**config.mk**
```make
export PLATFORM = sky130hd
export DESIGN_NAME = fme_fetch
export DESIGN_NICKNAME = d
export VERILOG_FILES = /design/src/common/fme_fetch_pkg.sv /design/src/common/fetch_pos_if.sv /design/src/fme_fetch/block_sequencer.sv /design/src/fme_fetch/pel_address.sv /design/src/fme_fetch/row_assembler.sv /design/src/fme_fetch/fme_fetch.sv
export VERILOG_INCLUDE_DIRS = /design/src /design/src/common
export SDC_FILE = /design/constraint.sdc
export NUM_CORES = 1
export LEC_CHECK = 0
export BUFFER_PORTS_ARGS = -buffer_cell sky130_fd_sc_hd__buf_2
export CAP_MARGIN = 20
export CORE_MARGIN = 1
export CORE_UTILIZATION = 40
export DETAILED_ROUTE_END_ITERATION = 8
export PLACE_DENSITY = 0.6
export SYNTH_ARGS = -nofsm -noshare
export SYNTH_HDL_FRONTEND = slang
export SYNTH_SLANG_ARGS = --single-unit
export TNS_END_PERCENT = 5
```
**constraint.sdc**
```tcl
create_clock -name clk_i -period 10.22 [get_ports clk_i]
set_clock_uncertainty 0.2 [all_clocks]
set_input_delay 2.044 -clock clk_i [delete_from_list [all_inputs] [get_ports clk_i]]
set_output_delay 2.044 -clock clk_i [all_outputs]
set_load 0.03 [all_outputs]
```
**src/common/fme_fetch_settings.svh**
```systemverilog
// Global settings for the FME reference fetch unit
//   motion-vector width and search range offsets
//   pixel depth, cache word and output row sizes
//   search-window coordinate widths

`ifndef FME_FETCH_SETTINGS_SVH
`define FME_FETCH_SETTINGS_SVH

// integer motion vector, signed
`define FME_MV_W        6

// search window offsets, center of window to its top left corner
`define FME_SR_HOR      32
`define FME_SR_VER      16

// pixel and word geometry
`define FME_PEL_W       8
`define FME_CACHE_PELS  16   // pixels per aligned cache word
`define FME_ROW_PELS    14   // 8 block pixels + 6 interpolation margin

// signed search-window coordinates
`define FME_SWX_W       8
`define FME_SWY_W       7

`endif

```
**src/common/fme_fetch_pkg.sv**
```systemverilog
// Shared types of the FME reference fetch unit
//   partition and sub-partition encodings
//   pixel, cache word and output row types
//   block shape record used by the sequencer

`include "fme_fetch_settings.svh"

package fme_fetch_pkg;

  // macroblock partition
  typedef enum logic [1:0] {
    P_16X16 = 2'd0,
    P_16X8  = 2'd1,
    P_8X16  = 2'd2,
    P_8X8   = 2'd3
  } mb_type_e;

  // 8x8 sub-partition, codes 2 and 3 behave like SUB_8X8
  typedef enum logic [1:0] {
    SUB_8X8 = 2'd0,
    SUB_8X4 = 2'd1
  } sub_type_e;

  typedef logic [`FME_PEL_W-1:0] pel_t;

  // pixel i sits at bits i*FME_PEL_W and up
  typedef logic [`FME_CACHE_PELS*`FME_PEL_W-1:0] cache_word_t;
  typedef logic [`FME_ROW_PELS*`FME_PEL_W-1:0]   fifo_row_t;

  // limits of the three fetch counters, all inclusive
  typedef struct packed {
    logic [4:0] last_row;   // 21, 13 or 9
    logic [1:0] last_part;
    logic [1:0] last_sub;
  } shape_t;

endpackage

```
**src/common/fetch_pos_if.sv**
```systemverilog
// Block position and row-step events
//   sequencer side: busy flag and the partition, sub-block and row counters
//   address side: read issue and end-of-row strobes

`timescale 1ns/1ns

interface fetch_pos_if;

  logic       busy;       // macroblock in progress
  logic [1:0] part_cnt;
  logic [1:0] sub_cnt;
  logic [4:0] row_cnt;

  logic       rd_step;    // a cache read goes out this cycle
  logic       row_done;   // this read completes the row

  modport seq (
    output busy,
    output part_cnt,
    output sub_cnt,
    output row_cnt,
    input  rd_step,
    input  row_done
  );

  modport addr (
    input  busy,
    input  part_cnt,
    input  sub_cnt,
    input  row_cnt,
    output rd_step,
    output row_done
  );

endinterface

```
**src/fme_fetch/block_sequencer.sv**
```systemverilog
// Block sequencer
//   partition and sub-type latch, shape decode
//   idle / fetch FSM
//   row, sub-block and partition counters
//   motion-vector table address

`timescale 1ns/1ns

module block_sequencer (
  input  logic                     clk_i,
  input  logic                     rst_n_i,
  input  logic                     start_wr_i,
  input  fme_fetch_pkg::mb_type_e  mb_type_i,
  input  fme_fetch_pkg::sub_type_e sub_mb_type_i,
  output logic [3:0]               mv0_addr_o,
  output logic [1:0]               part_o,
  output logic                     rddone_o,
  fetch_pos_if.seq                 pos
);

  typedef enum logic {
    S_IDLE  = 1'b0,
    S_FETCH = 1'b1
  } state_e;

  state_e                   state_q;
  fme_fetch_pkg::mb_type_e  mb_type_q;
  fme_fetch_pkg::sub_type_e sub_type_q;
  fme_fetch_pkg::shape_t    shape;

  logic [4:0] row_q;
  logic [1:0] sub_q;
  logic [1:0] part_q;

  logic row_step;
  logic end_blk;
  logic end_part;
  logic end_mb;

  // ************************************************************************
  // shape decode
  // ************************************************************************
  always_comb begin
    case (mb_type_q)
      fme_fetch_pkg::P_16X16,
      fme_fetch_pkg::P_8X16: shape = '{last_row: 5'd21, last_part: 2'd1, last_sub: 2'd0};
      fme_fetch_pkg::P_16X8: shape = '{last_row: 5'd13, last_part: 2'd3, last_sub: 2'd0};
      default: begin
        if (sub_type_q == fme_fetch_pkg::SUB_8X4) begin
          shape = '{last_row: 5'd9, last_part: 2'd3, last_sub: 2'd1};
        end else begin
          shape = '{last_row: 5'd13, last_part: 2'd3, last_sub: 2'd0};
        end
      end
    endcase
  end

  assign row_step = pos.rd_step & pos.row_done;
  assign end_blk  = row_step & (row_q == shape.last_row);
  assign end_part = end_blk & (sub_q == shape.last_sub);
  assign end_mb   = end_part & (part_q == shape.last_part);

  // ************************************************************************
  // FSM
  // ************************************************************************
  always_ff @(posedge clk_i or negedge rst_n_i) begin
    if (!rst_n_i) begin
      state_q    <= S_IDLE;
      mb_type_q  <= fme_fetch_pkg::P_16X16;
      sub_type_q <= fme_fetch_pkg::SUB_8X8;
    end else begin
      case (state_q)
        S_IDLE: begin
          if (start_wr_i) begin
            state_q    <= S_FETCH;
            mb_type_q  <= mb_type_i;   // held for the whole macroblock
            sub_type_q <= sub_mb_type_i;
          end
        end
        default: begin
          if (end_mb) state_q <= S_IDLE;
        end
      endcase
    end
  end

  // counters wrap to zero at the end of a macroblock
  always_ff @(posedge clk_i or negedge rst_n_i) begin
    if (!rst_n_i) begin
      row_q  <= '0;
      sub_q  <= '0;
      part_q <= '0;
    end else if (row_step) begin
      row_q <= end_blk ? 5'd0 : row_q + 5'd1;
      if (end_part) sub_q <= 2'd0;
      else if (end_blk) sub_q <= sub_q + 2'd1;
      if (end_mb) part_q <= 2'd0;
      else if (end_part) part_q <= part_q + 2'd1;
    end
  end

  // vector table, 4 entries per 8x8 quadrant, 2 per 8x4 half
  always_comb begin
    case (mb_type_q)
      fme_fetch_pkg::P_16X16: mv0_addr_o = 4'd0;
      fme_fetch_pkg::P_16X8:  mv0_addr_o = {part_q[1], 3'b000};
      fme_fetch_pkg::P_8X16:  mv0_addr_o = {part_q, 2'b00};
      default: begin
        if (sub_type_q == fme_fetch_pkg::SUB_8X4) mv0_addr_o = {part_q, sub_q[0], 1'b0};
        else mv0_addr_o = {part_q, 2'b00};
      end
    endcase
  end

  assign pos.busy     = (state_q == S_FETCH);
  assign pos.part_cnt = part_q;
  assign pos.sub_cnt  = sub_q;
  assign pos.row_cnt  = row_q;

  assign part_o   = part_q;
  assign rddone_o = end_mb;   // last read of the macroblock

endmodule

```
**src/fme_fetch/pel_address.sv**
```systemverilog
// Search-window pixel address
//   cache read gating by the FIFO handshake
//   block origin + vector + search offset + row / column
//   column counter and end-of-row detection

`timescale 1ns/1ns
`include "fme_fetch_settings.svh"

module pel_address (
  input  logic                         clk_i,
  input  logic                         rst_n_i,
  input  logic                         full_i,
  input  logic                         ft_go_ahead_i,
  input  logic signed [`FME_MV_W-1:0]  mv_x_i,
  input  logic signed [`FME_MV_W-1:0]  mv_y_i,
  fetch_pos_if.addr                    pos,
  output logic                         rden_o,
  output logic signed [`FME_SWX_W-1:0] pel_x_o,
  output logic signed [`FME_SWY_W-1:0] pel_y_o,
  output logic [3:0]                   phase_o,
  output logic [3:0]                   col_o
);

  localparam int MARGIN_L = 3;   // left half of the 6-pixel filter margin

  localparam logic [`FME_SWX_W-1:0] X_OFS = `FME_SWX_W'(`FME_SR_HOR - MARGIN_L);
  localparam logic [`FME_SWY_W-1:0] Y_OFS = `FME_SWY_W'(`FME_SR_VER);

  logic [`FME_SWX_W-1:0] org_x;
  logic [`FME_SWY_W-1:0] org_y;
  logic [`FME_SWX_W-1:0] mv_x_ext;
  logic [`FME_SWY_W-1:0] mv_y_ext;
  logic [`FME_SWX_W-1:0] pel_x;
  logic [`FME_SWY_W-1:0] pel_y;

  logic [3:0] col_q;
  logic [4:0] span;    // pixels delivered by this read
  logic [4:0] reach;   // column after this read
  logic       last_rd;

  // reads only while the FIFO can take rows
  assign rden_o      = pos.busy & ~full_i & ft_go_ahead_i;
  assign pos.rd_step = rden_o;

  // block origin inside the macroblock
  assign org_x = {{(`FME_SWX_W-4){1'b0}}, pos.part_cnt[0], 3'b000};
  assign org_y = {{(`FME_SWY_W-4){1'b0}}, pos.part_cnt[1], pos.sub_cnt[0], 2'b00};

  assign mv_x_ext = {{(`FME_SWX_W-`FME_MV_W){mv_x_i[`FME_MV_W-1]}}, mv_x_i};
  assign mv_y_ext = {{(`FME_SWY_W-`FME_MV_W){mv_y_i[`FME_MV_W-1]}}, mv_y_i};

  assign pel_x = org_x + mv_x_ext + X_OFS + {{(`FME_SWX_W-4){1'b0}}, col_q};
  assign pel_y = org_y + mv_y_ext + Y_OFS + {{(`FME_SWY_W-5){1'b0}}, pos.row_cnt};

  // end of row once the buffer reaches 14 pixels
  assign span    = 5'(`FME_CACHE_PELS) - {1'b0, pel_x[3:0]};
  assign reach   = {1'b0, col_q} + span;
  assign last_rd = (reach >= 5'(`FME_ROW_PELS));

  assign pos.row_done = rden_o & last_rd;

  always_ff @(posedge clk_i or negedge rst_n_i) begin
    if (!rst_n_i) begin
      col_q <= '0;
    end else if (rden_o) begin
      col_q <= last_rd ? 4'd0 : reach[3:0];
    end
  end

  assign pel_x_o = pel_x;
  assign pel_y_o = pel_y;
  assign phase_o = pel_x[3:0];
  assign col_o   = col_q;

endmodule

```
**src/fme_fetch/row_assembler.sv**
```systemverilog
// Row assembler
//   read phase and buffer column registered with each read
//   aligned write of the returned cache word into the row buffer
//   row-done delay chain for the FIFO write strobe

`timescale 1ns/1ns
`include "fme_fetch_settings.svh"

module row_assembler (
  input  logic                       clk_i,
  input  logic                       rst_n_i,
  input  logic                       rden_i,
  input  logic                       row_done_i,
  input  logic [3:0]                 phase_i,
  input  logic [3:0]                 col_i,
  input  logic                       ack_i,
  input  fme_fetch_pkg::cache_word_t data_i,
  output fme_fetch_pkg::fifo_row_t   wrdata_o,
  output logic                       wren_o
);

  fme_fetch_pkg::pel_t word_pel [`FME_CACHE_PELS];

  logic [3:0] phase_q;
  logic [3:0] col_q;
  logic       done_d1;   // row done read, ack in this cycle
  logic       wren_q;

  // ************************************************************************
  // read side, captured for the ack one cycle later
  // ************************************************************************
  always_ff @(posedge clk_i or negedge rst_n_i) begin
    if (!rst_n_i) begin
      phase_q <= '0;
      col_q   <= '0;
      done_d1 <= 1'b0;
      wren_q  <= 1'b0;
    end else begin
      if (rden_i) begin
        phase_q <= phase_i;
        col_q   <= col_i;
      end
      done_d1 <= rden_i & row_done_i;
      wren_q  <= done_d1;   // buffer complete after the last ack
    end
  end

  for (genvar gi = 0; gi < `FME_CACHE_PELS; gi++) begin : g_word
    assign word_pel[gi] = data_i[gi*`FME_PEL_W +: `FME_PEL_W];
  end

  // ************************************************************************
  // row buffer, one slot per output pixel
  // ************************************************************************
  for (genvar gk = 0; gk < `FME_ROW_PELS; gk++) begin : g_row
    fme_fetch_pkg::pel_t pel_q;
    logic [4:0]          src;   // cache pixel feeding this slot
    logic                hit;

    assign src = {1'b0, phase_q} + 5'(gk) - {1'b0, col_q};
    // slot at or right of the column, source still inside the word
    assign hit = (4'(gk) >= col_q) & ~src[4];

    always_ff @(posedge clk_i) begin
      if (ack_i && hit) begin
        pel_q <= word_pel[src[3:0]];
      end
    end

    assign wrdata_o[gk*`FME_PEL_W +: `FME_PEL_W] = pel_q;
  end

  assign wren_o = wren_q;

endmodule

```
**src/fme_fetch/fme_fetch.sv**
```systemverilog
// Reference pixel fetch for fractional motion estimation
//   block sequencer: shape, counters and vector table address
//   pixel address: search-window coordinates and cache read gating
//   row assembler: word alignment into 14-pixel FIFO rows

`timescale 1ns/1ns
`include "fme_fetch_settings.svh"

module fme_fetch (
  input  logic                            clk_i,
  input  logic                            rst_n_i,
  // control
  input  logic                            start_wr_i,
  input  fme_fetch_pkg::mb_type_e         mb_type_i,
  input  fme_fetch_pkg::sub_type_e        sub_mb_type_i,
  output logic [1:0]                      part_o,
  // motion-vector table
  input  logic signed [`FME_MV_W-1:0]     mv0_x_i,
  input  logic signed [`FME_MV_W-1:0]     mv0_y_i,
  output logic [3:0]                      mv0_addr_o,
  // downstream FIFO
  input  logic                            full_i,
  input  logic                            ft_go_ahead_i,
  output fme_fetch_pkg::fifo_row_t        wrdata_o,
  output logic                            wren_o,
  // search-window cache
  output logic signed [`FME_SWX_W-1:0]    sw_pel_x_o,
  output logic signed [`FME_SWY_W-1:0]    sw_pel_y_o,
  output logic                            rden_cache_o,
  output logic                            rddone_cache_o,
  input  logic                            ack_cache_i,
  input  fme_fetch_pkg::cache_word_t      rddata_cache_i
);

  fetch_pos_if pos_if ();

  logic [3:0] rd_phase;   // pel x mod 16 of the current read
  logic [3:0] rd_col;     // row buffer column of the current read

  block_sequencer u_seq (
    .clk_i         (clk_i),
    .rst_n_i       (rst_n_i),
    .start_wr_i    (start_wr_i),
    .mb_type_i     (mb_type_i),
    .sub_mb_type_i (sub_mb_type_i),
    .mv0_addr_o    (mv0_addr_o),
    .part_o        (part_o),
    .rddone_o      (rddone_cache_o),
    .pos           (pos_if.seq)
  );

  pel_address u_addr (
    .clk_i         (clk_i),
    .rst_n_i       (rst_n_i),
    .full_i        (full_i),
    .ft_go_ahead_i (ft_go_ahead_i),
    .mv_x_i        (mv0_x_i),
    .mv_y_i        (mv0_y_i),
    .pos           (pos_if.addr),
    .rden_o        (rden_cache_o),
    .pel_x_o       (sw_pel_x_o),
    .pel_y_o       (sw_pel_y_o),
    .phase_o       (rd_phase),
    .col_o         (rd_col)
  );

  row_assembler u_row (
    .clk_i         (clk_i),
    .rst_n_i       (rst_n_i),
    .rden_i        (rden_cache_o),
    .row_done_i    (pos_if.row_done),
    .phase_i       (rd_phase),
    .col_i         (rd_col),
    .ack_i         (ack_cache_i),
    .data_i        (rddata_cache_i),
    .wrdata_o      (wrdata_o),
    .wren_o        (wren_o)
  );

endmodule

```
==> results.ini, run 1 <==
[status]
outcome=finished clean

[layout]
final_cells=1459
seq_area_mm2=0.00406
nets=1261
fillers=2612
drive_above_1_share=0.515
area_growth_pct=20.7
multi_input_area_mm2=0.00750

[timing]
finalCritPeriodShare=0.722
period_minus_slack_ns=7.38
slew_viol_final=0
finalHoldViolations=0
fmax_mhz=136
finalSetupTns_ns=0
rsz0062_at_grt=no
setup_violations=0
relSlewSlack=0.228
tightest_slew_ns=1.15

[die]
ios=286
core-area_mm2=0.0291
row_count=62
dieArea_mm2=0.0306
dieHeight_um=175
die_w_um=175
start_util=0.411

[synth]
yosys_most_used_dff=edfxtp_1
synth-seq-area-share=0.340
synth_nets=997
synth_area_leaders=mux4_2, edfxtp_1, mux2i_1
ys_warn_count=0
yosysMostFrequentCell=mux4_2
synth_area_mm2=0.0120
synth_cell_type_count=56
synth_cells=787
synth_common_cells=mux4_2, edfxtp_1, mux2i_1, inv_1, ha_1
synth_edf_count=112
synth-seq-cells=140
yosysTopAreaCell=mux4_2
synthArstFlopShare=0.200
synth_top_area_frac=0.361
postSynthAreaPerCell_um2=15.2

[route]
drt_wl_total_um=39900
drt_iter0_markers=1043
route.detailed.drc=0
vias=9091
dr.pass1.iters=5
ant_nets=0
viasPerCell=6.23
wl_per_cell_um=27.4

[setup_path]
critPathRequiredTime_ns=7.98
worst-setup-path-type=primary input to output port
endpoint_kind=output port
cp-start-kind=primary input
r2r_cells=8
cp.arrival_ns=5.13
crit_fanout=9

[placement]
gp_congestion=0.914
dp_hpwl_um=31500
port_buffers=284
dp_cells=1411

[global_route]
antenna_found_initial=16
grt_overflow=0
grt_pass1_vias=9095
grt_max_degree=65
track_usage=0.264
grt_pass1_wl_um=58200

[clock_tree]
cts_buffer_depth=2
cts-resized-gates=0
ctsHoldBuffers=0
clk_latency_ns=0.43
h-tree-depth=4
tritoncts=done
root_buffer=clkbuf_16
path_clk_slew_ns=0.07
numCtsBuffers=17
clkSinkCount=140
post_cts_buffers=0

[run]
max_cap_viol_count=0

[hold_path]
hold_path_depth=0
hold_class=flop to flop

==> per-stage QoR <==
step / worst slack, ns / instance area, um^2 / hold slack (ns) / utilization
final: 2.84 / 14400 / 0.152 / 0.496
after global routing: 2.67 / 14400 / 0.158 / 0.496
after CTS: 2.83 / 14400 / 0.156 / 0.494
after detailed placement: 2.84 / 13700 / 0.140 / 0.472
after global placement: 2.91 / 13700 / 0.150 / 0.472
after floorplan: 2.91 / 12000 / 0.131 / -
==> cells in the final DEF (no fill, tap or decap), drive strengths merged, types with 12 or more instances in the layout <==
cell    netlist  final
ha           44     44
mux4        192    192
dfrtp        28     28
diode         0     12
buf          40    300
nor2         19     19
xor2         28     28
o21ai        17     17
nand2        17     17
fa           16     16
edfxtp      112    112
clkbuf       15     17
a21oi        22     22
mux2i        97     97
inv          49     57
==> critical path, stage by stage <==
cell     delay [ns]
buf_2          0.10
ha_1           0.26
inv_1          0.04
ha_1           0.26
inv_1          0.04
ha_1           0.31
o21a_1         0.14
or2_2          0.33
ha_1           0.33
xor2_1         0.24
a211o_1        0.32
nand2_1        0.26
nor3_1         0.24
buf_2          0.22
==> per-layer routing <==
layer  track usage  part of all wire  vias up
met5             0            0.0015        -
met3        0.0788              0.10       73
met4         0.105             0.038       10
met1         0.317              0.36     4665
met2         0.445              0.50      544
li1              -                 -     3799
==> state kept, by name, summed over array words and instances (netlist names) <==
| signal | count |
|---|---|
| u_seq.pos.busy | 1 |
| u_seq.pos.row_cnt | 5 |
| u_row.g_row.pel_q | 112 |
| u_row.col_q | 4 |
| u_seq.pos.sub_cnt | 2 |
| u_row.phase_q | 4 |
| u_seq.sub_type_q | 2 |
| u_row.done_d1 | 1 |
| u_addr.col_o | 4 |
| u_seq.part_o | 2 |
| u_seq.mb_type_q | 2 |
| u_row.wren_o | 1 |
==> cells by family after synthesis <==
logic type | share of synthesized area
buffers and inverters | 0.0367
muxes | 0.447
AOI/OAI and AO/OA | 0.0416
xor gates and xnor gates | 0.0313
and+or+nand+nor | 0.0307
adders and majority gates | 0.0728
other | 0.000313
DFF | 0.340
==> layout make-up <==
| cell class | instances | share of cell area |
|---|---|---|
| diodes | 12 | 0.00208 |
| clock buffers | 17 | 0.0295 |
| clock inverters | 14 | 0.0142 |
| inverters | 50 | 0.0130 |
| multi-input cells | 542 | 0.520 |
| flip-flops and latches | 140 | 0.281 |
| well taps | 384 | 0.0333 |
| repair buffers | 300 | 0.107 |
==> worst paths after layout <==
check                                from                       to  slack (ns)
min in group asynchronous         rst_n_i            u_row.done_d1        1.43
setup reg to reg           u_row.col_q[2]  u_row.g_row[2].pel_q[5]        6.18
hold / removal              u_row.done_d1             u_row.wren_o        0.15
hold reg to reg             u_row.done_d1             u_row.wren_o        0.15
max in group asynchronous         rst_n_i           u_row.col_q[3]        7.97
setup / recovery               mv0_x_i[3]           rddone_cache_o        2.84
Power of run 1 is not shown: default switching activity piles up to over one toggle a cycle in this logic, so the estimate is an artifact.
==> inputs of run 2 (changes only) <==
==> constraint.sdc (replaced) <==
create_clock -name clk_i -period 7.5 [get_ports clk_i]
set_clock_uncertainty 0.2 [all_clocks]
set_input_delay 1.5 -clock clk_i [delete_from_list [all_inputs] [get_ports clk_i]]
set_output_delay 1.5 -clock clk_i [all_outputs]
set_load 0.03 [all_outputs]
==> run 2 against run 1 <==
Against the previous run: hold slack better by 0.015 ns; worst setup slack worse by 1.6 ns; non-clock buffer count is 2 higher; register-to-register slack worse by 2.7 ns; die area stayed put; largest cell class unchanged; critical path type unchanged; global-route usage is 0.084 points lower; routed wire length is 0.32% higher; critical path depth stayed put; utilization is 0.16 points lower.
==> results.ini, run 2 (synthesis results as in run 1) <==
[clock_tree]
cts_buffer_depth=2  ; unchanged
tritoncts=done
ctsHoldBuffers=0  ; unchanged
clkSinkCount=140  ; unchanged
clk_latency_ns=0.43  ; about the same
cts-resized-gates=0  ; unchanged
root_buffer=clkbuf_16
h-tree-depth=4  ; unchanged
path_clk_slew_ns=0.06  ; about the same
numCtsBuffers=17  ; unchanged
post_cts_buffers=0  ; unchanged

[setup_path]
worst-setup-path-type=primary input to output port
max_stage_delay_ns=0.33  ; about the same
cp.arrival_ns=4.59  ; -0.54 ns
cp_num_buf_inv=4  ; unchanged
crit_path_cell_trace=buf_2 -> ha_1 -> inv_1 -> ha_1 -> inv_1 -> ha_1 -> o21a_1 -> or2_2 -> ha_1 -> xor2_1 -> a211o_1 -> nand2_1 -> nor3_1 -> buf_2
cpMaxStageDelayCell=or2_2
endpoint_kind=output port
cp-start-kind=primary input
critical_path.top_delay_family=adder cells
critPathRequiredTime_ns=5.80  ; -2.18 ns
crit_top_cell=ha_1
crit_fanout=9  ; unchanged

[layout]
fillers=2615  ; +0.11%
final_common_cell=buf_2
nets=1263  ; +0.16%
drive_above_1_share=0.515  ; about the same
seq_area_mm2=0.00406  ; unchanged
multi_input_area_mm2=0.00750  ; unchanged
final_util=0.495  ; -0.00163
layout_common_cells=buf_2, mux4_2, edfxtp_1, mux2i_1, inv_1
largest_register_ffs=112  ; unchanged
regMostFlops=u_row.g_row.pel_q
area_growth_pct=20.3

[placement]
dp_hpwl_um=31700  ; +0.49%
port_buffers=284  ; unchanged
gp_congestion=0.923  ; +1.0%
dp_worst_setup_slack_ns=1.21  ; -1.63 ns

[die]
start_util=0.411  ; unchanged
dieHeight_um=175  ; unchanged
core-area_mm2=0.0291  ; unchanged
die_w_um=175  ; unchanged
row_count=62  ; unchanged
ios=286  ; unchanged
dieArea_mm2=0.0306  ; unchanged

[route]
vias=9181  ; +0.99%
wl_per_cell_um=27.4  ; +0.25%
ant_nets=0  ; unchanged
drt_wl_total_um=40100  ; +0.32%
dr.pass1.iters=5  ; unchanged
viasPerCell=6.29  ; +0.92%
drt_iter0_markers=974  ; -6.6%
route.detailed.drc=0  ; unchanged

[timing]
rsz0062_at_grt=no
tightest_slew_ns=1.24  ; +0.0875 ns
slew_viol_final=0  ; unchanged
layout_setup_ws_ns=1.21  ; -1.63 ns
finalHoldViolations=0  ; unchanged
period_minus_slack_ns=6.29
finalSetupTns_ns=0  ; unchanged
setup_violations=0  ; unchanged
fmax_mhz=159
relSlewSlack=0.169  ; -0.0587
finalCritPeriodShare=0.838

[hold_path]
hold_class=flop to flop

[global_route]
grt_pass1_wl_um=58100  ; -0.20%
grt_overflow=0  ; unchanged
grt_pass1_vias=9062  ; -0.36%
antenna_found_initial=9  ; -7
track_usage=0.263  ; -0.000841
grt_max_degree=66  ; +1.5%

[run]
max_cap_viol_count=0  ; unchanged

[status]
outcome=finished clean

run 2: changes by cell type in the layout (fill, tap and decap cells not counted), moves of 2 or more:
cell	delta
diode_2	-2
bufinv_16	-4
clkinvlp_4	+3
buf_4	+2
run 2: path summary, 6_finish.rpt:
kind,startpoint,end,slack [ns],cells past startpoint
worst max-delay path,mv0_x_i[3],rddone_cache_o,1.21,14
worst min-delay path,u_row.done_d1,u_row.wren_o,0.17,0
worst max register to register,u_row.col_q[2],u_row.g_row[2].pel_q[5],3.44,8
worst min register to register,u_row.done_d1,u_row.wren_o,0.17,0
max in group asynchronous,rst_n_i,u_row.col_q[2],5.80,1
min in group asynchronous,rst_n_i,u_seq.pos.busy,0.88,1
run 2: metal layers:
layer,vias up,wire [um],GRT usage
met1,4700,14100,0.317
met5,-,39,0
li1,3808,-,-
met3,80,4000,0.0705
met4,8,1640,0.107
met2,585,20300,0.448
run 2: final cells by class:
cell class | instances | area share
Sequential cell | 140 | 0.282
Timing Repair Buffer | 302 | 0.110
Antenna cell | 10 | 0.00174
Tap cell | 384 | 0.0334
Clock inverter | 14 | 0.00887
Inverter | 50 | 0.0130
Multi-Input combinational cell | 542 | 0.521
Clock buffer | 18 | 0.0298
run 2: stage by stage:
stage | hold WS [ns] | instances | area, um^2
floorplan | 0.131 | 787 | 12000
global placement | 0.149 | 1411 | 13700
detailed placement | 0.141 | 1413 | 13800
CTS | 0.168 | 1445 | 14300
global route | 0.171 | 1452 | 14400
finish | 0.167 | 1460 | 14400
Power of run 2 is left out for the same reason.
==> inputs of run 3 (changes only) <==
--- a/config.mk
+++ b/config.mk
@@ -11,7 +11,7 @@
 export CORE_MARGIN = 1
 export CORE_UTILIZATION = 40
 export DETAILED_ROUTE_END_ITERATION = 8
-export PLACE_DENSITY = 0.6
+export PLACE_DENSITY = 0.63
 export SYNTH_ARGS = -nofsm -noshare
 export SYNTH_HDL_FRONTEND = slang
 export SYNTH_SLANG_ARGS = --single-unit
==> constraint.sdc (replaced) <==
create_clock -name clk_i -period 5.5 [get_ports clk_i]
set_clock_uncertainty 0.2 [all_clocks]
set_input_delay 1.1 -clock clk_i [delete_from_list [all_inputs] [get_ports clk_i]]
set_output_delay 1.1 -clock clk_i [all_outputs]
set_load 0.03 [all_outputs]
==> run 3 against run 2 <==
Against the previous run: non-clock buffer count up 1; register-to-register slack worse by 1.9 ns; design area rose by 0.16%; worst setup slack got worse by 0.87 ns; clock-buffer cell count stayed put; critical path depth did not move; routed wire length grew 0.54%; critical endpoint unchanged.
==> results.ini, run 3 (synthesis results as in run 1) <==
[setup_path]
endpoint_kind=output port
cpMaxStageDelayCell=ha_1
crit_cells=14  ; unchanged
crit_path_cell_trace=buf_2 -> ha_1 -> inv_1 -> ha_1 -> inv_1 -> ha_1 -> o21a_1 -> or2_2 -> ha_1 -> xor2_1 -> a211o_1 -> nand2_1 -> nor3_1 -> buf_2
crit_fanout=3  ; -6
r2r_end=u_row.g_row[9].pel_q[7]
critPathRequiredTime_ns=4.20  ; -1.60 ns
r2r_start=u_row.col_q[1]
worst-setup-path-type=primary input to output port
reg2reg_slack_ns=1.51  ; -1.93 ns
r2r_cells=7  ; -1
max_stage_delay_ns=0.32  ; about the same
cp_num_buf_inv=4  ; unchanged
cp-start-kind=primary input
critical_path.top_delay_family=adder cells
cp.arrival_ns=3.85  ; -0.74 ns
crit_top_cell=ha_1

[layout]
largest_register_ffs=112  ; unchanged
regMostFlops=u_row.g_row.pel_q
drive_above_1_share=0.515  ; about the same
fillers=2614  ; -0.038%
area_growth_pct=20.4
final_cells=1463  ; +0.21%
final_common_cell=buf_2
nets=1264  ; +0.079%
layout_common_cells=buf_2, mux4_2, edfxtp_1, mux2i_1, inv_1

[timing]
finalHoldViolations=0  ; unchanged
setup_violations=0  ; unchanged
period_minus_slack_ns=5.15
slew_viol_final=0  ; unchanged
rsz0062_at_grt=no
fmax_mhz=194
tightest_slew_ns=1.08  ; -0.160 ns
finalCritPeriodShare=0.937
relSlewSlack=0.282  ; +0.113
finalSetupTns_ns=0  ; unchanged

[route]
route.detailed.drc=0  ; unchanged
vias=9163  ; -0.20%
drt_iter0_markers=971  ; -0.31%
wl_per_cell_um=27.5  ; +0.33%
viasPerCell=6.26  ; -0.40%
dr.pass1.iters=5  ; unchanged
ant_nets=0  ; unchanged
drt_wl_total_um=40300  ; +0.54%

[die]
dieArea_mm2=0.0306  ; unchanged
core-area_mm2=0.0291  ; unchanged
die_w_um=175  ; unchanged
dieHeight_um=175  ; unchanged
row_count=62  ; unchanged
start_util=0.411  ; unchanged
ios=286  ; unchanged

[clock_tree]
h-tree-depth=4  ; unchanged
path_clk_slew_ns=0.07  ; about the same
clkSinkCount=140  ; unchanged
ctsHoldBuffers=0  ; unchanged
cts_buffer_depth=2  ; unchanged
clk_latency_ns=0.44  ; about the same
tritoncts=done
post_cts_buffers=0  ; unchanged
cts-resized-gates=0  ; unchanged
root_buffer=clkbuf_16
numCtsBuffers=17  ; unchanged

[hold_path]
hold_class=flop to flop
whs_endpoint=u_row.wren_o
hold_path_depth=0  ; unchanged
min_from=u_row.done_d1

[global_route]
grt_max_degree=65  ; -1.5%
track_usage=0.267  ; +0.00327
grt_pass1_wl_um=58800  ; +1.3%
grt_overflow=0  ; unchanged
grt_pass1_vias=9052  ; -0.11%
antenna_found_initial=12  ; +3

[placement]
port_buffers=284  ; unchanged
dp_cells=1418  ; +0.35%
gp_congestion=0.898  ; -2.7%
dp_hpwl_um=31800  ; +0.30%

[status]
outcome=finished clean

[run]
max_cap_viol_count=0  ; unchanged

-- run 3: cell types whose count changed in the layout (fill, tap and decap cells not counted), moves of 2 or more --
cell	delta
diode_2	+2
buf_12	+2
clkinv_4	+2
inv_6	-3
inv_8	+3
-- run 3: layout make-up --
cell class | count | area [um^2] | area share
Multi-Input combinational cell | 542 | 7500 | 0.520
Sequential cell | 140 | 4060 | 0.282
Timing Repair Buffer | 303 | 1590 | 0.110
Tap cell | 384 | 480 | 0.0333
Clock buffer | 18 | 429 | 0.0298
Inverter | 50 | 188 | 0.0130
Clock inverter | 14 | 129 | 0.00894
Antenna cell | 12 | 30.0 | 0.00208
-- run 3: metrics by stage --
stage	instance area, um^2	worst slack [ns]	util	hold WS, ns
final	14400	0.348	0.496	0.157
after global routing	14400	0.195	0.495	0.168
after CTS	14400	0.360	0.494	0.159
after detailed placement	13800	0.377	0.475	0.139
after global placement	13800	0.404	0.474	0.133
after floorplan	12000	0.0747	-	0.131
-- run 3: how the worst max path moves through the flow --
stage,from,endpoint,slack (ns)
global placement,mv0_x_i[3],rddone_cache_o,0.40
finish,mv0_x_i[3],rddone_cache_o,0.35
global route,mv0_x_i[3],rddone_cache_o,0.20
detailed placement,mv0_x_i[3],rddone_cache_o,0.38
CTS,mv0_x_i[3],rddone_cache_o,0.36
floorplan,mv0_x_i[3],rddone_cache_o,0.07
-- run 3: routing by layer --
layer  wire (um)  share of wire  vias to the layer above  global-route usage
met2       20500           0.51                      565               0.455
met1       14600           0.36                     4725               0.331
met4        1200          0.030                        8              0.0899
li1            -              -                     3802                   -
met3        4020           0.10                       63              0.0651
met5          40        0.00099                        -                   0
Power of run 3 is left out for the same reason.
